<file path="config.mk">
export PLATFORM = sky130hd
export DESIGN_NAME = uart_mailbox_top
export DESIGN_NICKNAME = d
export VERILOG_FILES = /design/src/hdl/uart_mailbox_pkg.sv /design/src/hdl/uart_mailbox_top.sv /design/src/hdl/uart_mailbox_ctrl.sv /design/src/hdl/uart_rx.sv /design/src/hdl/uart_tx.sv /design/src/hdl/sync_fifo.sv
export SDC_FILE = /design/constraint.sdc
export NUM_CORES = 1
export LEC_CHECK = 0
export BUFFER_PORTS_ARGS = -buffer_cell sky130_fd_sc_hd__buf_2
export CORE_AREA = 10 10 186 188
export DETAILED_ROUTE_END_ITERATION = 10
export DIE_AREA = 0 0 196 198
export HOLD_SLACK_MARGIN = 0.03
export PLACE_DENSITY = 0.76
export SETUP_SLACK_MARGIN = 0.4
export SYNTH_ARGS = -nofsm -noshare
export SYNTH_HDL_FRONTEND = slang
export SYNTH_SLANG_ARGS = --single-unit
</file>
<file path="constraint.sdc">
create_clock -name clk_i -period 3.5 [get_ports clk_i]
set_clock_uncertainty 0.1 [all_clocks]
set_input_delay 0.35 -clock clk_i [delete_from_list [all_inputs] [get_ports clk_i]]
set_output_delay 0.35 -clock clk_i [all_outputs]
set_load 0.01 [all_outputs]
</file>
<file path="src/hdl/uart_mailbox_pkg.sv">
// ############################
// Mailbox addresses are word indices, commands are whole words
// Control and data views share one word through a packed union
// ############################
package uart_mailbox_pkg;

localparam int MEM_WIDTH  = 32;
localparam int ADDR_WIDTH = 4;
localparam int BYTE_NUM   = 4;
localparam int DATA_WIDTH = 8;
localparam int FIFO_DEPTH = 16;
localparam int DIV_WIDTH  = 16;

localparam logic [ADDR_WIDTH-1:0] CMD_ADDR  = 4'd0;
localparam logic [ADDR_WIDTH-1:0] DIV_ADDR  = 4'd1;
localparam logic [ADDR_WIDTH-1:0] CTRL_ADDR = 4'd2;
localparam logic [ADDR_WIDTH-1:0] TX_ADDR   = 4'd3;
localparam logic [ADDR_WIDTH-1:0] RX_ADDR   = 4'd4;

localparam logic [MEM_WIDTH-1:0] CMD_NONE    = 32'd0;
localparam logic [MEM_WIDTH-1:0] CMD_DIVIDER = 32'd1;
localparam logic [MEM_WIDTH-1:0] CMD_CONTROL = 32'd2;
localparam logic [MEM_WIDTH-1:0] CMD_TX      = 32'd3;
localparam logic [MEM_WIDTH-1:0] CMD_RX      = 32'd4;

localparam logic [DIV_WIDTH-1:0] DIV_RESET = 16'd16;

typedef struct packed {
    logic [MEM_WIDTH-5:0] reserved;
    logic                 parity_odd;
    logic                 parity_en;
    logic                 rx_flush;
    logic                 tx_flush;
} ctrl_word_t;

// Parity error sits just above the byte
typedef struct packed {
    logic [MEM_WIDTH-DATA_WIDTH-2:0] zero;
    logic                            perr;
    logic [DATA_WIDTH-1:0]           value;
} data_word_t;

typedef union packed {
    ctrl_word_t ctrl;
    data_word_t data;
} uart_word_u;

endpackage
</file>
<file path="src/hdl/uart_mailbox_top.sv">
// ############################
// Mailbox UART, the memory itself sits outside this block
// ############################
module uart_mailbox_top (
    input  logic                                  clk_i,
    input  logic                                  arstn_i,
    input  logic                                  uart_rx_i,
    output logic                                  uart_tx_o,
    input  logic [uart_mailbox_pkg::MEM_WIDTH-1:0]  mem_rdata_i,
    output logic [uart_mailbox_pkg::ADDR_WIDTH-1:0] mem_addr_o,
    output logic [uart_mailbox_pkg::MEM_WIDTH-1:0]  mem_wdata_o,
    output logic [uart_mailbox_pkg::BYTE_NUM-1:0]   mem_we_o
);

logic                                   tx_push;
logic [uart_mailbox_pkg::DATA_WIDTH-1:0] tx_byte;
logic                                   tx_full;
logic                                   tx_valid;
logic                                   tx_ready;
logic [uart_mailbox_pkg::DATA_WIDTH:0]   tx_fifo_data;
logic                                   rx_strobe;
logic [uart_mailbox_pkg::DATA_WIDTH:0]   rx_word;
logic                                   rx_valid;
logic                                   rx_ready;
logic [uart_mailbox_pkg::DATA_WIDTH:0]   rx_fifo_data;
logic [uart_mailbox_pkg::DIV_WIDTH-1:0]  divider;
logic                                   parity_en;
logic                                   parity_odd;
logic                                   tx_flush;
logic                                   rx_flush;

uart_mailbox_ctrl u_ctrl (
    .clk_i        (clk_i       ),
    .arstn_i      (arstn_i     ),
    .mem_rdata_i  (mem_rdata_i ),
    .mem_addr_o   (mem_addr_o  ),
    .mem_wdata_o  (mem_wdata_o ),
    .mem_we_o     (mem_we_o    ),
    .tx_full_i    (tx_full     ),
    .tx_push_o    (tx_push     ),
    .tx_byte_o    (tx_byte     ),
    .rx_valid_i   (rx_valid    ),
    .rx_data_i    (rx_fifo_data),
    .rx_ready_o   (rx_ready    ),
    .divider_o    (divider     ),
    .parity_en_o  (parity_en   ),
    .parity_odd_o (parity_odd  ),
    .tx_flush_o   (tx_flush    ),
    .rx_flush_o   (rx_flush    )
);

// TX stores no error flag, the top bit stays zero
sync_fifo u_tx_fifo (
    .clk_i      (clk_i          ),
    .arstn_i    (arstn_i        ),
    .flush_i    (tx_flush       ),
    .wr_en_i    (tx_push        ),
    .wr_data_i  ({1'b0, tx_byte}),
    .rd_ready_i (tx_ready       ),
    .full_o     (tx_full        ),
    .rd_valid_o (tx_valid       ),
    .rd_data_o  (tx_fifo_data   )
);

uart_tx u_uart_tx (
    .clk_i        (clk_i                                          ),
    .arstn_i      (arstn_i                                        ),
    .flush_i      (tx_flush                                       ),
    .divider_i    (divider                                        ),
    .parity_en_i  (parity_en                                      ),
    .parity_odd_i (parity_odd                                     ),
    .s_valid_i    (tx_valid                                       ),
    .s_data_i     (tx_fifo_data[uart_mailbox_pkg::DATA_WIDTH-1:0]),
    .s_ready_o    (tx_ready                                       ),
    .uart_tx_o    (uart_tx_o                                      )
);

uart_rx u_uart_rx (
    .clk_i        (clk_i     ),
    .arstn_i      (arstn_i   ),
    .flush_i      (rx_flush  ),
    .divider_i    (divider   ),
    .parity_en_i  (parity_en ),
    .parity_odd_i (parity_odd),
    .uart_rx_i    (uart_rx_i ),
    .m_valid_o    (rx_strobe ),
    .m_data_o     (rx_word   )
);

// A byte arriving while full is lost
sync_fifo u_rx_fifo (
    .clk_i      (clk_i       ),
    .arstn_i    (arstn_i     ),
    .flush_i    (rx_flush    ),
    .wr_en_i    (rx_strobe   ),
    .wr_data_i  (rx_word     ),
    .rd_ready_i (rx_ready    ),
    .full_o     (            ),
    .rd_valid_o (rx_valid    ),
    .rd_data_o  (rx_fifo_data)
);

endmodule

</file>
<file path="src/hdl/uart_mailbox_ctrl.sv">
// ############################
// Polls the command word, acknowledges by writing it to zero
// Host must write operands before the command
// RX command blocks until a byte arrives
// ############################
module uart_mailbox_ctrl (
    input  logic                                  clk_i,
    input  logic                                  arstn_i,
    input  logic [uart_mailbox_pkg::MEM_WIDTH-1:0]  mem_rdata_i,
    output logic [uart_mailbox_pkg::ADDR_WIDTH-1:0] mem_addr_o,
    output logic [uart_mailbox_pkg::MEM_WIDTH-1:0]  mem_wdata_o,
    output logic [uart_mailbox_pkg::BYTE_NUM-1:0]   mem_we_o,
    input  logic                                  tx_full_i,
    output logic                                  tx_push_o,
    output logic [uart_mailbox_pkg::DATA_WIDTH-1:0] tx_byte_o,
    input  logic                                  rx_valid_i,
    input  logic [uart_mailbox_pkg::DATA_WIDTH:0]   rx_data_i,
    output logic                                  rx_ready_o,
    output logic [uart_mailbox_pkg::DIV_WIDTH-1:0]  divider_o,
    output logic                                  parity_en_o,
    output logic                                  parity_odd_o,
    output logic                                  tx_flush_o,
    output logic                                  rx_flush_o
);

typedef enum logic [2:0] {
    ST_IDLE,
    ST_READ,
    ST_RX_WAIT,
    ST_RX_WB,
    ST_ACK
} state_e;

state_e                       state;
logic [1:0]                   cnt;
logic                         poll_ok;
logic                         operand_ok;
uart_mailbox_pkg::uart_word_u rd_word;
uart_mailbox_pkg::uart_word_u rx_word_q;

assign rd_word    = mem_rdata_i;
assign operand_ok = (state == ST_READ) && (cnt == 2'd2);

// Operand address is held while stalled, so the byte stays on the read port
assign tx_push_o = operand_ok && (mem_addr_o == uart_mailbox_pkg::TX_ADDR) && !tx_full_i;
assign tx_byte_o = rd_word.data.value;

assign rx_ready_o  = (state == ST_RX_WAIT);
assign mem_wdata_o = (state == ST_RX_WB) ? rx_word_q : '0;

always_ff @(posedge clk_i or negedge arstn_i) begin
    if (!arstn_i) begin
        state        <= ST_IDLE;
        cnt          <= '0;
        poll_ok      <= 1'b0;
        mem_addr_o   <= uart_mailbox_pkg::CMD_ADDR;
        mem_we_o     <= '0;
        divider_o    <= uart_mailbox_pkg::DIV_RESET;
        parity_en_o  <= 1'b0;
        parity_odd_o <= 1'b0;
        tx_flush_o   <= 1'b0;
        rx_flush_o   <= 1'b0;
    end else begin
        // Read data is stale for a cycle after the acknowledge write
        poll_ok <= (state == ST_IDLE) && (mem_we_o == '0);
        case (state)
            ST_IDLE: begin
                cnt <= '0;
                if (poll_ok && mem_rdata_i != uart_mailbox_pkg::CMD_NONE) begin
                    state <= ST_READ;
                    case (mem_rdata_i)
                        uart_mailbox_pkg::CMD_DIVIDER: mem_addr_o <= uart_mailbox_pkg::DIV_ADDR;
                        uart_mailbox_pkg::CMD_CONTROL: mem_addr_o <= uart_mailbox_pkg::CTRL_ADDR;
                        uart_mailbox_pkg::CMD_TX:      mem_addr_o <= uart_mailbox_pkg::TX_ADDR;
                        uart_mailbox_pkg::CMD_RX:      state <= ST_RX_WAIT;
                        default: begin
                            mem_we_o <= '1;
                            state    <= ST_ACK;
                        end
                    endcase
                end
            end
            ST_READ: begin
                // The operand address also tells which command is running
                if (cnt != 2'd2) begin
                    cnt <= cnt + 1'b1;
                end else if (mem_addr_o != uart_mailbox_pkg::TX_ADDR || !tx_full_i) begin
                    if (mem_addr_o == uart_mailbox_pkg::DIV_ADDR) begin
                        divider_o <= mem_rdata_i[uart_mailbox_pkg::DIV_WIDTH-1:0];
                    end
                    if (mem_addr_o == uart_mailbox_pkg::CTRL_ADDR) begin
                        tx_flush_o   <= rd_word.ctrl.tx_flush;
                        rx_flush_o   <= rd_word.ctrl.rx_flush;
                        parity_en_o  <= rd_word.ctrl.parity_en;
                        parity_odd_o <= rd_word.ctrl.parity_odd;
                    end
                    mem_addr_o <= uart_mailbox_pkg::CMD_ADDR;
                    mem_we_o   <= '1;
                    state      <= ST_ACK;
                end
            end
            ST_RX_WAIT: begin
                if (rx_valid_i) begin
                    mem_addr_o <= uart_mailbox_pkg::RX_ADDR;
                    mem_we_o   <= '1;
                    state      <= ST_RX_WB;
                end
            end
            ST_RX_WB: begin
                mem_addr_o <= uart_mailbox_pkg::CMD_ADDR;
                state      <= ST_ACK;
            end
            ST_ACK: begin
                mem_we_o <= '0;
                state    <= ST_IDLE;
            end
            default: state <= ST_IDLE;
        endcase
    end
end

// Result word for the RX write-back
always_ff @(posedge clk_i) begin
    if (rx_ready_o && rx_valid_i) begin
        rx_word_q.data.zero  <= '0;
        rx_word_q.data.perr  <= rx_data_i[uart_mailbox_pkg::DATA_WIDTH];
        rx_word_q.data.value <= rx_data_i[uart_mailbox_pkg::DATA_WIDTH-1:0];
    end
end

endmodule

</file>
<file path="src/hdl/uart_rx.sv">
// ############################
// Receiver samples mid-bit, one stop bit only
// Error flag covers bad parity and a low stop bit
// ############################
module uart_rx (
    input  logic                                 clk_i,
    input  logic                                 arstn_i,
    input  logic                                 flush_i,
    input  logic [uart_mailbox_pkg::DIV_WIDTH-1:0] divider_i,
    input  logic                                 parity_en_i,
    input  logic                                 parity_odd_i,
    input  logic                                 uart_rx_i,
    output logic                                 m_valid_o,
    output logic [uart_mailbox_pkg::DATA_WIDTH:0]  m_data_o
);

typedef enum logic [2:0] {
    RX_IDLE,
    RX_START,
    RX_DATA,
    RX_PARITY,
    RX_STOP
} state_e;

state_e                                  state;
logic [2:0]                              rx_sync;
logic                                    rx_bit;
logic [uart_mailbox_pkg::DIV_WIDTH-1:0]  baud_cnt;
logic                                    baud_tick;
logic                                    half_tick;
logic [2:0]                              bit_idx;
logic [uart_mailbox_pkg::DATA_WIDTH-1:0] shift_q;
logic                                    perr_q;

// Two synchronizer flops, the third keeps the previous level for edge detect
always_ff @(posedge clk_i or negedge arstn_i) begin
    if (!arstn_i) begin
        rx_sync <= '1;
    end else begin
        rx_sync <= {rx_sync[1:0], uart_rx_i};
    end
end

assign rx_bit    = rx_sync[1];
assign baud_tick = (baud_cnt == divider_i);
assign half_tick = (baud_cnt == (divider_i >> 1));

always_ff @(posedge clk_i or negedge arstn_i) begin
    if (!arstn_i) begin
        state     <= RX_IDLE;
        baud_cnt  <= '0;
        bit_idx   <= '0;
        m_valid_o <= 1'b0;
    end else if (flush_i) begin
        state     <= RX_IDLE;
        m_valid_o <= 1'b0;
    end else begin
        m_valid_o <= 1'b0;
        baud_cnt  <= baud_cnt + 1'b1;
        case (state)
            RX_IDLE: begin
                baud_cnt <= '0;
                if (rx_sync[2] && !rx_bit) begin
                    state <= RX_START;
                end
            end
            RX_START: begin
                // A start bit gone high by mid-bit was a glitch
                if (half_tick) begin
                    baud_cnt <= '0;
                    bit_idx  <= '0;
                    state    <= rx_bit ? RX_IDLE : RX_DATA;
                end
            end
            RX_DATA: begin
                if (baud_tick) begin
                    baud_cnt <= '0;
                    bit_idx  <= bit_idx + 1'b1;
                    if (bit_idx == 3'd7) begin
                        state <= parity_en_i ? RX_PARITY : RX_STOP;
                    end
                end
            end
            RX_PARITY: begin
                if (baud_tick) begin
                    baud_cnt <= '0;
                    state    <= RX_STOP;
                end
            end
            RX_STOP: begin
                if (baud_tick) begin
                    m_valid_o <= 1'b1;
                    state     <= RX_IDLE;
                end
            end
            default: state <= RX_IDLE;
        endcase
    end
end

always_ff @(posedge clk_i) begin
    if (state == RX_START) begin
        perr_q <= 1'b0;
    end else if (baud_tick && state == RX_PARITY) begin
        perr_q <= (rx_bit != (^shift_q ^ parity_odd_i));
    end
    if (baud_tick && state == RX_DATA) begin
        shift_q <= {rx_bit, shift_q[uart_mailbox_pkg::DATA_WIDTH-1:1]};
    end
    if (baud_tick && state == RX_STOP) begin
        m_data_o <= {perr_q | ~rx_bit, shift_q};
    end
end

endmodule

</file>
<file path="src/hdl/uart_tx.sv">
// ############################
// 8-N-1 or 8-P-1 transmitter, each bit lasts divider+1 clocks
// Flush aborts a frame in flight
// ############################
module uart_tx (
    input  logic                                  clk_i,
    input  logic                                  arstn_i,
    input  logic                                  flush_i,
    input  logic [uart_mailbox_pkg::DIV_WIDTH-1:0]  divider_i,
    input  logic                                  parity_en_i,
    input  logic                                  parity_odd_i,
    input  logic                                  s_valid_i,
    input  logic [uart_mailbox_pkg::DATA_WIDTH-1:0] s_data_i,
    output logic                                  s_ready_o,
    output logic                                  uart_tx_o
);

logic                                   busy;
logic [uart_mailbox_pkg::DIV_WIDTH-1:0] baud_cnt;
logic [3:0]                             bits_left;
logic [uart_mailbox_pkg::DATA_WIDTH+2:0] shift_q;
logic                                   parity_bit;

assign s_ready_o = ~busy;

// Ones are shifted in behind the frame, so the line idles high
assign uart_tx_o = shift_q[0];

// Without parity this slot carries the stop bit
assign parity_bit = parity_en_i ? (^s_data_i ^ parity_odd_i) : 1'b1;

always_ff @(posedge clk_i or negedge arstn_i) begin
    if (!arstn_i) begin
        busy      <= 1'b0;
        baud_cnt  <= '0;
        bits_left <= '0;
        shift_q   <= '1;
    end else if (flush_i) begin
        busy      <= 1'b0;
        baud_cnt  <= '0;
        shift_q   <= '1;
    end else if (!busy) begin
        baud_cnt <= '0;
        if (s_valid_i) begin
            busy      <= 1'b1;
            shift_q   <= {1'b1, parity_bit, s_data_i, 1'b0};
            bits_left <= parity_en_i ? 4'd11 : 4'd10;
        end
    end else if (baud_cnt == divider_i) begin
        baud_cnt  <= '0;
        shift_q   <= {1'b1, shift_q[uart_mailbox_pkg::DATA_WIDTH+2:1]};
        bits_left <= bits_left - 1'b1;
        if (bits_left == 4'd1) begin
            busy <= 1'b0;
        end
    end else begin
        baud_cnt <= baud_cnt + 1'b1;
    end
end

endmodule

</file>
<file path="src/hdl/sync_fifo.sv">
// ############################
// First-word-fall-through FIFO, depth must be a power of two
// Writes while full or flushing are dropped
// ############################
module sync_fifo (
    input  logic                                clk_i,
    input  logic                                arstn_i,
    input  logic                                flush_i,
    input  logic                                wr_en_i,
    input  logic [uart_mailbox_pkg::DATA_WIDTH:0] wr_data_i,
    input  logic                                rd_ready_i,
    output logic                                full_o,
    output logic                                rd_valid_o,
    output logic [uart_mailbox_pkg::DATA_WIDTH:0] rd_data_o
);

localparam int DEPTH = uart_mailbox_pkg::FIFO_DEPTH;
localparam int PTR_W = $clog2(DEPTH);

logic [uart_mailbox_pkg::DATA_WIDTH:0] mem [DEPTH];
logic [PTR_W-1:0]                      wr_ptr;
logic [PTR_W-1:0]                      rd_ptr;
logic [PTR_W:0]                        count;
logic                                  do_wr;
logic                                  do_rd;

assign full_o     = (count == (PTR_W+1)'(DEPTH));
assign rd_valid_o = (count != '0);
assign rd_data_o  = mem[rd_ptr];

assign do_wr = wr_en_i & ~full_o & ~flush_i;
assign do_rd = rd_ready_i & rd_valid_o & ~flush_i;

always_ff @(posedge clk_i) begin
    if (do_wr) begin
        mem[wr_ptr] <= wr_data_i;
    end
end

always_ff @(posedge clk_i or negedge arstn_i) begin
    if (!arstn_i) begin
        wr_ptr <= '0;
        rd_ptr <= '0;
        count  <= '0;
    end else if (flush_i) begin
        wr_ptr <= '0;
        rd_ptr <= '0;
        count  <= '0;
    end else begin
        if (do_wr) begin
            wr_ptr <= wr_ptr + 1'b1;
        end
        if (do_rd) begin
            rd_ptr <= rd_ptr + 1'b1;
        end
        // Pointers wrap on their own
        if (do_wr && !do_rd) begin
            count <= count + 1'b1;
        end else if (do_rd && !do_wr) begin
            count <= count - 1'b1;
        end
    end
end

endmodule

</file>
; ---- Word level (Yosys, flattened, before mapping)
; Memories as Yosys holds them, arrays and structs flattened. A register that Yosys moved wholly into a read port is not among the register bits.
; Index checks and enable logic that the tools add are counted.
[op_classes]
n_addsub = 13
eq_ne = 43
n_reduce_logical = 54
bitwise_logic = 18
mux = 75
[ops]
columns = cell, count
row1 = 2-to-1 mux 16 bit, 5
row2 = 2-to-1 mux 4 bit, 20
row3 = equality test 32 x 2 -> 1 bit (second input constant), 2
row4 = one-hot mux 16 bit (3 select lines), 1
row5 = 2-to-1 mux 11 bit, 4
row6 = 2-to-1 mux 3 bit, 14
row7 = adder 16 x 1 -> 16 bit (second input constant), 2
row8 = equality test 16 bit, 2
row9 = equality test 32 x 1 -> 1 bit (second input constant), 1
row10 = equality test 32 x 3 -> 1 bit (second input constant), 1
row11 = one-hot mux 4 bit (4 select lines), 2
row12 = nonzero test 32 bit, 1
row13 = 2-to-1 mux 5 bit, 6
row14 = inequality test 3 x 2 -> 1 bit (second input constant), 6
row15 = AND reduction 6 bit, 3
row16 = adder 4 x 1 -> 4 bit (second input constant), 4
row17 = equality test 16 x 15 -> 1 bit, 1
row18 = AND reduction 4 bit, 4
row19 = XOR reduction 8 bit, 2
row20 = one-hot mux 3 bit (5 select lines), 1
row21 = logical AND 1 bit, 14
row22 = 2-to-1 mux 1 bit, 14
row23 = inequality test 2 bit (second input constant), 7
row24 = nonzero test 2 bit, 7
row25 = 39 further kinds, 79
[word_totals]
n_memories = 2
word_cells = 233
out_inout_bits = 41
ramBits = 272
ff_bits = 136
input_bits = 35
[memory_table]
columns = name, words, width, rd, rd_clocked_by_memory_dff, write_ports, line
row1 = u_rx_fifo.mem, 16, 9, 1, 1, 1, sync_fifo.sv:20  ; logic [uart_mailbox_pkg::DATA_WIDTH:0] mem [DEPTH];
row2 = u_tx_fifo.mem, 16, 8, 1, 0, 1, sync_fifo.sv:20

; ---- Longest topological paths before layout
; Gate-level depths: netlist of run 1.
[logic_depth]
depth_word = 11
mapped_depth = 12
mapped_depth_nobuf = 12

; ---- Hierarchy
; From an unflattened synthesis of run 1, not the netlist that was laid out.
[unflattened]
hier_cells = 1277
area_unflattened_um2 = 19437.4
[modules_own_cells]
columns = module, area_per_inst_um2, instances, seq_area_each_um2, cells_each
row1 = sync_fifo at u_rx_fifo, 6601.3, 1, 4649.5, 378
row2 = sync_fifo at u_tx_fifo, 6510.0, 1, 4649.5, 318
row3 = uart_rx, 2369.8, 1, 1184.9, 218
row4 = uart_mailbox_ctrl, 2099.5, 1, 1022.2, 182
row5 = uart_tx, 1853.0, 1, 788.3, 180
row6 = uart_mailbox_top, 3.8, 1, 0.0, 1

; ---- Worst setup path before layout of run 1
; Ideal clock, no wire load.
[synth_timing]
path_kind = register to register
from = reg u_ctrl.cnt[0]
to = reg u_tx_fifo.count[4]
arrival_time_ns = 2.949
setup_ns = 0.132
synth_period_minus_slack_ns = 3.180
path_buffers = 0
required_ns = 3.268
stages_incl_launch_ff = 13
setup_slack_ns = 0.320
cell_sequence = dfrtp_1 -> inv_1 -> ha_1 -> nand3_1 -> a2111oi_4 -> and2_1 -> nand2_1 -> fa_1 -> a21o_1 -> a21oi_1 -> mux2i_1 -> xor2_1 -> nor2_1
[synth_between]
elab_chain_cells = 9
elab_cells_between_ends = 12
classes_between = eq/ne: 1 / mux: 2 / bitwise: 2 / reduce/logical: 7
[synth_lines]
columns = element, line
row1 = start: declaration, uart_mailbox_ctrl.sv:35  ; logic [1:0] cnt;
row2 = start signal: assignment, uart_mailbox_ctrl.sv:86  ; cnt <= cnt + 1'b1;
row3 = equality test 2 bit *, uart_mailbox_ctrl.sv:42  ; assign operand_ok = (state == ST_READ) && (cnt == 2'd2);
row4 = logical AND 1 bit *, uart_mailbox_ctrl.sv:42
row5 = logical AND 1 bit * (2 in a row), uart_mailbox_ctrl.sv:45  ; assign tx_push_o = operand_ok && (mem_addr_o == uart_mailbox_pkg::TX_ADDR) && !tx_full_i;
row6 = bitwise AND 1 bit * (2 in a row), sync_fifo.sv:31  ; assign do_wr = wr_en_i & ~full_o & ~flush_i;
row7 = logical AND 1 bit / zero test 1 bit (equally long branches), "sync_fifo.sv:57, sync_fifo.sv:59"
row8 = 2-to-1 mux 5 bit / logical AND 1 bit (equally long branches), "sync_fifo.sv:57, sync_fifo.sv:59"
row9 = 2-to-1 mux 5 bit / nonzero test 3 bit (equally long branches), -
row10 = end signal: assignment, sync_fifo.sv:58  ; count <= count + 1'b1;
row11 = end signal: assignment, sync_fifo.sv:60  ; count <= count - 1'b1;
row12 = end: declaration, sync_fifo.sv:23  ; logic [PTR_W:0] count;
; Mark *: on every way between the ends. The rest lies on a longest branch, timed or not.
; A chain may end at the register's enable or synchronous reset.

; ---- Worst setup path in the final report of run 1
[layout_timing]
from = reg u_rx_fifo.count[0]
to = reg u_rx_fifo.count[4]
[layout_between]
elab_chain_cells = 7
elab_cells_between_ends = 17
classes_between = add/sub: 2 / eq/ne: 1 / mux: 3 / bitwise: 5 / reduce/logical: 6
[layout_lines]
columns = element, line
row1 = start: declaration, sync_fifo.sv:23
row2 = start signal: assignment, sync_fifo.sv:58
row3 = start signal: assignment, sync_fifo.sv:60
row4 = "parallel branches: the longest is 7 deep, another holds subtractor 5 x 1 -> 5 bit", -
; Several ways; the timed one is not identified. The select of a mux whose other input is x is not followed.

==> results.cfg, run 1 <==
[status]
status = finished clean

[clocking]
cts_tree = done
cts_made_buffers = 41
clock_sinks = 412
worst_skew_pair.late_latency_ps = 540
cts-root-buf = clkbuf_16
path_clk_slew_ps = 60
clk_path_buf_depth = 3
cts-htree-levels = 2

[global_routing]
grt_pass1_vias = 10300
grt_pass1_wl_um = 58400
grt_start_max_net_pins = 65
grt.total_usage_pct = 19.1
antenna_found_initial = 0
grt-ovfl-total = 0

[layout]
n_fill_cell = 2154
fin_nets = 1345
utilization_pct = 65.1
syn_to_final_growth_pct = 12.1
drive_above_1_share_pct = 20.3
antennaDiodeCount = 0

[drt]
drcViolationCount = 0
viasPerCell = 5.88
avgRoutedWirePerCell_um = 21.5
routed_wl_um = 36900
drt_pass1_iterations = 5
num_vias = 10100
drtIter0Drc = 845
drtAntennaViolNets = 0

[logic_synthesis]
synthTopCellsByCount = edfxtp_1, nor2_1, dfrtp_1
synthTopCellsByArea = edfxtp_1, dfrtp_1, mux4_2
ys_seq_elements = 412
ys.flop_type = edfxtp_1
synth_top_area_cell = edfxtp_1
syn_avg_cell_area_um2 = 15.0
syn_area_mm2 = 0.0180
yosys_warnings = 0
synthArstFlopShare_pct = 27.4
synth_cells = 1199
synth_edf_count = 298
synth.distinct_cells = 66
yosysMostFrequentCell = edfxtp_1
synth_top_area_share_pct = 49.6
seq_area_frac_synth_pct = 65.5

[timing]
max_slew_margin_pct = 37.3
setup_tns_ps = 0
setup_viol = 0
worst-slew-pin-transition_ps = 936
fmax_ghz = 0.329
period_needed_ps = 3040
final.period_utilization_pct = 86.7
slew_viol_final = 0
hold_viol = 0
hold_ws_ps = 134
rsz0062_at_grt = true

[floorplanning]
floorplan.rows = 65
fp.dieW_um = 196
start_util_pct = 58.1
core_mm2 = 0.0311
fp.dieH_um = 198
dieArea_mm2 = 0.0388
io_pins = 76

[worst_setup_path]
reg2reg_depth = 11
r2r_setup_slack_ps = 460
timing.rr.start = u_rx_fifo.count[0]$_DFFE_PN0P_
critPathLaunch = u_rx_fifo.count[0]$_DFFE_PN0P_
worstPathMaxFanout = 4
required_ps = 3800
start_kind = flip-flop
end_kind = flip-flop
critPathKind = flip-flop to flip-flop
r2r_end = u_rx_fifo.count[4]$_DFFE_PN0P_
worst-endpoint-arrival_ps = 3330
worstSetupEndpoint = u_rx_fifo.count[4]$_DFFE_PN0P_

[run]
drv_cap = 0

[place]
routabilityCongestion = 0.825
dp_hpwl_um = 24200
io_buffers = 51

[pwr]
ir_worst_vdd_mv = 0.308
p_leak_uw = 0.00732
powerDensity_mw_per_mm2 = 523
fin_total_pwr_uw = 10600

[min_path]
hold_class = input pin to flip-flop
## metrics by stage
| stage | area [µm²] | worst slack, ps | instances |
|---|---|---|---|
| 4_1_cts | 20100 | 419 | 1715 |
| 2_1_floorplan | 18100 | 449 | 1222 |
| 6_report | 20200 | 464 | 1718 |
| 3_5_place_dp | 18700 | 351 | 1630 |
| 5_1_grt | 20200 | 262 | 1718 |
| 3_3_place_gp | 18700 | 455 | 1630 |
## worst min-delay path by stage
stage / to / depth (start not counted) / start / slack, ps
floorplan: u_ctrl.cnt[0]$_DFFE_PN0P_ / 0 / arstn_i / -50
global placement: u_uart_rx.rx_sync[1]$_DFF_PN1_ / 0 / u_uart_rx.rx_sync[0]$_DFF_PN1_ / 250
detailed placement: u_uart_rx.rx_sync[1]$_DFF_PN1_ / 0 / u_uart_rx.rx_sync[0]$_DFF_PN1_ / 250
CTS: u_tx_fifo.mem[10][6]$_DFFE_PP_ / 1 / mem_rdata_i[6] / 110
global route: u_tx_fifo.mem[9][6]$_DFFE_PP_ / 1 / mem_rdata_i[6] / 130
finish: u_tx_fifo.mem[10][5]$_DFFE_PP_ / 1 / mem_rdata_i[5] / 130
## sequential cells by signal, summed over array words and instances, names as in the netlist, 2 cells and up
signal	cells
u_uart_rx.bit_idx	3
u_uart_rx.rx_sync	3
u_rx_fifo.rd_ptr	4
u_uart_tx.shift_q	10
u_uart_rx.shift_q	8
u_tx_fifo.mem	128
u_ctrl.divider_o	16
u_uart_rx.m_data_o	9
u_rx_fifo.wr_ptr	4
u_uart_tx.bits_left	4
u_rx_fifo.mem	144
u_uart_rx.state	3
u_rx_fifo.count	5
u_ctrl.state	3
u_ctrl.cnt	2
u_tx_fifo.count	5
u_tx_fifo.wr_ptr	4
u_tx_fifo.rd_ptr	4
u_uart_rx.baud_cnt	16
u_ctrl.rx_word_q	9
u_ctrl.mem_addr_o	3
u_uart_tx.baud_cnt	16
## layout make-up
cell class | instances | area, µm² | share of cell area (%)
multi-input cells | 715 | 5830 | 28.8
repair buffers | 98 | 673 | 3.33
clock inverters | 21 | 184 | 0.910
clock buffers | 54 | 1150 | 5.67
flip-flops and latches | 412 | 11800 | 58.5
well taps | 402 | 503 | 2.49
inverters | 16 | 60.1 | 0.297
## cells in the final DEF (no fill, tap or decap), types with 7 or more instances in the layout
cell / count
a21oi_1: 26
a221oi_1: 12
and2_1: 23
and3_1: 7
buf_2: 50
buf_4: 35
clkbuf_1: 8
clkbuf_16: 43
clkinv_1: 9
conb_1: 24
dfrtp_1: 97
dfstp_2: 14
dlygate4sd3_1: 10
edfxtp_1: 298
ha_1: 23
inv_1: 15
mux2_2: 18
mux2i_1: 43
mux4_2: 59
nand2_1: 59
nand2b_1: 9
nand3_1: 29
nand4_1: 9
nor2_1: 112
nor2b_1: 8
nor3_1: 15
nor4_1: 22
o21ai_0: 36
xnor2_1: 47
xor2_1: 62
## metal layers
layer	vias to the layer above	wire length, µm	GRT usage, %
met5	-	0	0
met2	345	18200	31.0
li1	4596	-	-
met3	66	2350	3.04
met4	0	986	6.25
met1	5101	15300	25.9
## logic make-up after synthesis
logic type | after synthesis | synth area share [%]
AOI/OAI and AO/OA | 117 | 4.42
xor gates and xnor gates | 111 | 5.51
adders and majority gates | 26 | 1.89
buffers and inverters | 95 | 3.08
DFF | 412 | 65.5
muxes | 122 | 11.2
other | 1 | 0.0208
and+or+nand+nor | 315 | 8.43
## power by group
part	internal, µW	switching (µW)
logic	308	407
clock network	2530	1770
registers	5390	170
total	8230	2350
## worst max-delay path: stages, from the launching register on
cell      delay [ps]
dfrtp_1          450
nor4_2           390
nor2b_4          240
nor4b_4           60
nor2b_1          190
nand2b_1         170
fa_1             480
a21o_1           200
a21oi_1          190
mux2i_1          230
xor2_1           150
nor2_1            50
## repair_timing
item	CTS	global route
resized for setup	2	13
endpoints found under the setup margin	1	3
hold buffers	10	0
buffers inserted	0	3
pin swaps	0	3
gates cloned	0	0
endpoints found under the hold margin	55	0
Power figures use the tool's default switching activity.
==> run 2: changes to the inputs <==
Settings changed: CORE_AREA 10 10 186 188 to 10 10 253 255, DIE_AREA 0 0 196 198 to 0 0 263 265, PLACE_DENSITY 0.76 to default.
Clock period 3.5 ns to 3.3 ns, I/O delays scaled along.
==> results.cfg, run 2 (synthesized netlist as in run 1, its figures left out) <==
[status]
status = finished clean

[floorplanning]
dieArea_mm2 = 0.0697
start_util_pct = 30.7
core_mm2 = 0.0588
fp.dieW_um = 263
io_pins = 76
floorplan.rows = 89
fp.dieH_um = 265

[layout]
antennaDiodeCount = 0
syn_to_final_growth_pct = 15.8
final_common_cell = edfxtp_1
regMostFlops = u_rx_fifo.mem
layout_common_cells = edfxtp_1, nor2_1, dfrtp_1, xor2_1
fin_nets = 1360
drive_above_1_share_pct = 22.8
largest_reg_flops = 144
reg_top3 = u_rx_fifo.mem x144, u_tx_fifo.mem x128
n_fill_cell = 5595

[worst_setup_path]
path_buf_inv = 0
crit_chain = nor4_4 -> nor2b_4 -> nor4b_4 -> nor2b_2 -> nand2b_1 -> fa_1 -> a21o_1 -> a21oi_2 -> mux2i_1 -> xor2_1 -> nor2_1
worstPathMaxFanout = 4
critPathKind = flip-flop to flip-flop
slowest_stage = fa_1
start_kind = flip-flop
cp_top_family = simple AND/OR/NAND/NOR gates
worst-endpoint-arrival_ps = 3120
required_ps = 3620
max_stage_delay_ps = 480
end_kind = flip-flop

[global_routing]
grt_start_max_net_pins = 65
grt.total_usage_pct = 10.5
grt_pass1_vias = 10200
grt_pass1_wl_um = 59500
grt-ovfl-total = 0
antenna_found_initial = 0

[clocking]
worst_skew_pair.late_latency_ps = 540
path_clk_slew_ps = 70
cts-root-buf = clkbuf_16
cts_tree = done
cts_made_buffers = 41
clk_path_buf_depth = 3
clock_sinks = 412
cts-htree-levels = 2

[pwr]
p_leak_uw = 0.00744
powerDensity_mw_per_mm2 = 541
ir_worst_vdd_mv = 0.323

[timing]
fin_ws_ps = 507
setup_viol = 0
period_needed_ps = 2790
rsz0062_at_grt = true
hold_viol = 0
setup_tns_ps = 0
final.period_utilization_pct = 84.6
max_slew_margin_pct = 36.7
slew_viol_final = 0
fmax_ghz = 0.358
worst-slew-pin-transition_ps = 945

[drt]
drcViolationCount = 0
routed_wl_um = 37400
viasPerCell = 4.74
drtAntennaViolNets = 0
drt_pass1_iterations = 5
avgRoutedWirePerCell_um = 17.8
drtIter0Drc = 603
num_vias = 9979

[place]
dp_slack_ps = 205
io_buffers = 51
routabilityCongestion = 0.821
dp_hpwl_um = 25000

[min_path]
hold_class = input pin to flip-flop

[run]
drv_cap = 0
run 2: changes by cell type in the layout (fill, tap and decap cells not counted), sizes merged:
cell,previous run,this run
clkinv,14,17
clkinvlp,4,8
clkbuf,54,44
buf,88,102
bufinv,3,4
inv,16,19
run 2: area by class of cell:
cell class / instances / area, µm² / area share, %
Multi-Input combinational cell: 715 / 5900 / 28.2
Timing Repair Buffer: 113 / 803 / 3.85
Clock buffer: 43 / 1040 / 5.00
Tap cell: 773 / 967 / 4.63
Clock inverter: 32 / 297 / 1.42
Sequential cell: 412 / 11800 / 56.6
Inverter: 16 / 60.1 / 0.287
run 2: report_power, final:
part | switching [µW] | internal [µW] | total [µW]
Combinational | 435 | 344 | 779
Clock | 1990 | 2640 | 4620
Sequential | 182 | 5720 | 5900
Total | 2600 | 8700 | 11300
run 2: through the flow:
step | std cells | hold slack [ps] | util [%] | cell area, µm² | power, µW
3_3_place_gp | 2008 | 249 | 32.8 | 19300 | 6710
6_report | 2104 | 111 | 35.5 | 20900 | 11300
3_5_place_dp | 2008 | 256 | 32.8 | 19300 | 6740
2_1_floorplan | 1222 | -65.6 | - | 18200 | 6490
5_1_grt | 2104 | 110 | 35.5 | 20900 | 11800
4_1_cts | 2098 | 98.1 | 35.3 | 20800 | 11400
run 2: path summary, 6_finish.rpt:
kind	start	end	slack (ps)	cells past startpoint
max	u_rx_fifo.count[0]$_DFFE_PN0P_	u_rx_fifo.count[4]$_DFFE_PN0P_	510	11
min	mem_rdata_i[4]	u_tx_fifo.mem[14][4]$_DFFE_PP_	110	1
max reg2reg	u_rx_fifo.count[0]$_DFFE_PN0P_	u_rx_fifo.count[4]$_DFFE_PN0P_	510	11
min reg2reg	u_uart_rx.rx_sync[0]$_DFF_PN1_	u_uart_rx.rx_sync[1]$_DFF_PN1_	260	0
max in group asynchronous	arstn_i	u_rx_fifo.rd_ptr[0]$_DFFE_PN0P_	1930	3
min in group asynchronous	arstn_i	u_uart_rx.baud_cnt[4]$_DFFE_PN0N_	360	2
run 2: timing repair:
action / CTS / global route
hold buffers: 10 / 0
setup endpoints to repair: 3 / 11
cloned: 0 / 1
gates resized for setup: 9 / 15
pin swaps: 2 / 1
hold endpoints to repair: 60 / 0
buffers inserted: 5 / 5
run 2: routing by layer:
metal  GRT usage, %  up-vias  part of all wire, %
met3           1.82       64                  4.8
met2           16.9      250                   47
met4           3.22        0                  2.3
met1           14.3     5037                   46
met5              0        -                    0
li1               -     4628                    -
==> run 3: changes to the inputs <==
Clock period 3.3 ns to 2.6 ns, I/O delays scaled along.
==> results.cfg, run 3 (synthesized netlist as in run 1, its figures left out) <==
[min_path]
hold_end = u_tx_fifo.mem[8][5]$_DFFE_PP_
hold_start = mem_rdata_i[5]
hold_class = input pin to flip-flop
hold-path-cell-count = 2

[floorplanning]
fp.dieW_um = 263
io_pins = 76
dieArea_mm2 = 0.0697
floorplan.rows = 89
start_util_pct = 30.7
core_mm2 = 0.0588
fp.dieH_um = 265

[global_routing]
grt_pass1_wl_um = 62000
grt.total_usage_pct = 11.0
antenna_found_initial = 0
grt_start_max_net_pins = 48
grt-ovfl-total = 0
grt_pass1_vias = 10900

[layout]
reg_top3 = u_rx_fifo.mem x144, u_tx_fifo.mem x128
syn_to_final_growth_pct = 25.2
drive_above_1_share_pct = 36.4
n_fill_cell = 5495
antennaDiodeCount = 0
fin_nets = 1477
utilization_pct = 38.4
largest_reg_flops = 144
layout_common_cells = edfxtp_1, buf_4, nor2_1, dfrtp_1
final_common_cell = edfxtp_1
regMostFlops = u_rx_fifo.mem

[clocking]
path_clk_slew_ps = 70
worst_skew_pair.late_latency_ps = 560
clock_sinks = 412
clk_path_buf_depth = 3
cts_made_buffers = 42
cts-root-buf = clkbuf_16
cts-htree-levels = 2
cts_tree = done

[worst_setup_path]
start_kind = flip-flop
cp_top_family = simple AND/OR/NAND/NOR gates
slowest_stage = or4_4
required_ps = 2910
worst-endpoint-arrival_ps = 3040
reg2reg_depth = 10
max_stage_delay_ps = 570
cp.depth = 10
crit_chain = or4_4 -> o21ai_4 -> and2_4 -> nand2_4 -> fa_2 -> a21o_1 -> a21oi_2 -> mux2i_1 -> xor2_1 -> nor2_1
r2r_setup_slack_ps = -130
timing.rr.start = u_tx_fifo.count[3]$_DFFE_PN0P_
worstPathMaxFanout = 4
critPathKind = flip-flop to flip-flop
path_buf_inv = 0
end_kind = flip-flop
r2r_end = u_tx_fifo.count[4]$_DFFE_PN0P_

[drt]
avgRoutedWirePerCell_um = 17.7
drtIter0Drc = 642
drcViolationCount = 0
num_vias = 10300
drtAntennaViolNets = 0
viasPerCell = 4.65
drt_pass1_iterations = 5
routed_wl_um = 39300

[timing]
hold_viol = 0
fin_ws_ps = -129
setup_viol = 3
final.period_utilization_pct = 105
max_slew_margin_pct = 57.8
period_needed_ps = 2730
worst-slew-pin-transition_ps = 634
rsz0062_at_grt = true
slew_viol_final = 0
setup_tns_ps = -154
fmax_ghz = 0.366

[status]
status = complete, but fails checks
violations = negative setup slack

[pwr]
ir_worst_vdd_mv = 0.408
powerDensity_mw_per_mm2 = 667
p_leak_uw = 0.00824

[run]
drv_cap = 0

[place]
dp_hpwl_um = 26100
routabilityCongestion = 0.806
io_buffers = 51
-- run 3: changes by cell type in the layout (fill, tap and decap cells not counted), moves of 10 or more --
cell | before | now
and2_4 | 2 | 15
nor4_1 | 21 | 11
and2_1 | 23 | 10
nor2_1 | 112 | 90
buf_4 | 49 | 133
o21ai_1 | 5 | 16
o21ai_0 | 34 | 20
nor4_2 | 1 | 11
buf_6 | 0 | 24
nor2_2 | 0 | 15
-- run 3: worst max path at each step --
stage                                         from                          endpoint  slack [ps]
finish              u_tx_fifo.count[3]$_DFFE_PN0P_    u_tx_fifo.count[4]$_DFFE_PN0P_        -130
global route        u_tx_fifo.count[3]$_DFFE_PN0P_    u_tx_fifo.count[4]$_DFFE_PN0P_        -300
CTS                 u_tx_fifo.count[2]$_DFFE_PN0P_    u_tx_fifo.count[4]$_DFFE_PN0P_         -70
detailed placement                  mem_rdata_i[3]  u_ctrl.mem_addr_o[2]$_DFFE_PN0P_        -120
global placement    u_tx_fifo.count[3]$_DFFE_PN0P_    u_tx_fifo.count[4]$_DFFE_PN0P_        -110
floorplan           u_rx_fifo.count[1]$_DFFE_PN0P_    u_rx_fifo.count[4]$_DFFE_PN0P_        -210
-- run 3: per-stage QoR --
stage          area, µm²  instances  power (µW)  hold slack [ps]  setup slack (ps)
6_report           22600       2223       15100             73.1              -129
5_1_grt            22600       2223       15700             83.6              -296
4_1_cts            22000       2199       15000             40.5             -69.1
3_5_place_dp       20100       2091        8720              189              -125
3_3_place_gp       20100       2091        8680              188              -106
2_1_floorplan      18400       1222        8300             -136              -208
-- run 3: repair_timing --
item / CTS / global route
hold buffers: 11 / 0
setup buffers: 16 / 22
setup endpoints to repair: 220 / 237
hold endpoints to repair: 48 / 0
gates cloned: 3 / 2
pin swaps: 34 / 42
resized for setup: 64 / 93
-- run 3: final cells by class --
class / instances / area, µm² / share of cell area (%)
Inverter: 16 / 60.1 / 0.266
Clock buffer: 55 / 1190 / 5.29
Tap cell: 773 / 967 / 4.28
Multi-Input combinational cell: 716 / 6460 / 28.6
Timing Repair Buffer: 228 / 1840 / 8.17
Sequential cell: 412 / 11800 / 52.4
Clock inverter: 23 / 221 / 0.981
-- run 3: per-layer routing --
layer  up-vias  track usage, %  wire length (µm)
met1      5224            14.7             18500
met4         0            3.42               893
li1       4873               -                 -
met3        57            1.81              1260
met2       186            18.0             18700
met5         -               0                 0
-- run 3: power breakdown --
group / total [µW] / switching (µW) / internal [µW]
logic: 1480 / 746 / 737
registers: 7480 / 221 / 7260
clock network: 6090 / 2520 / 3570
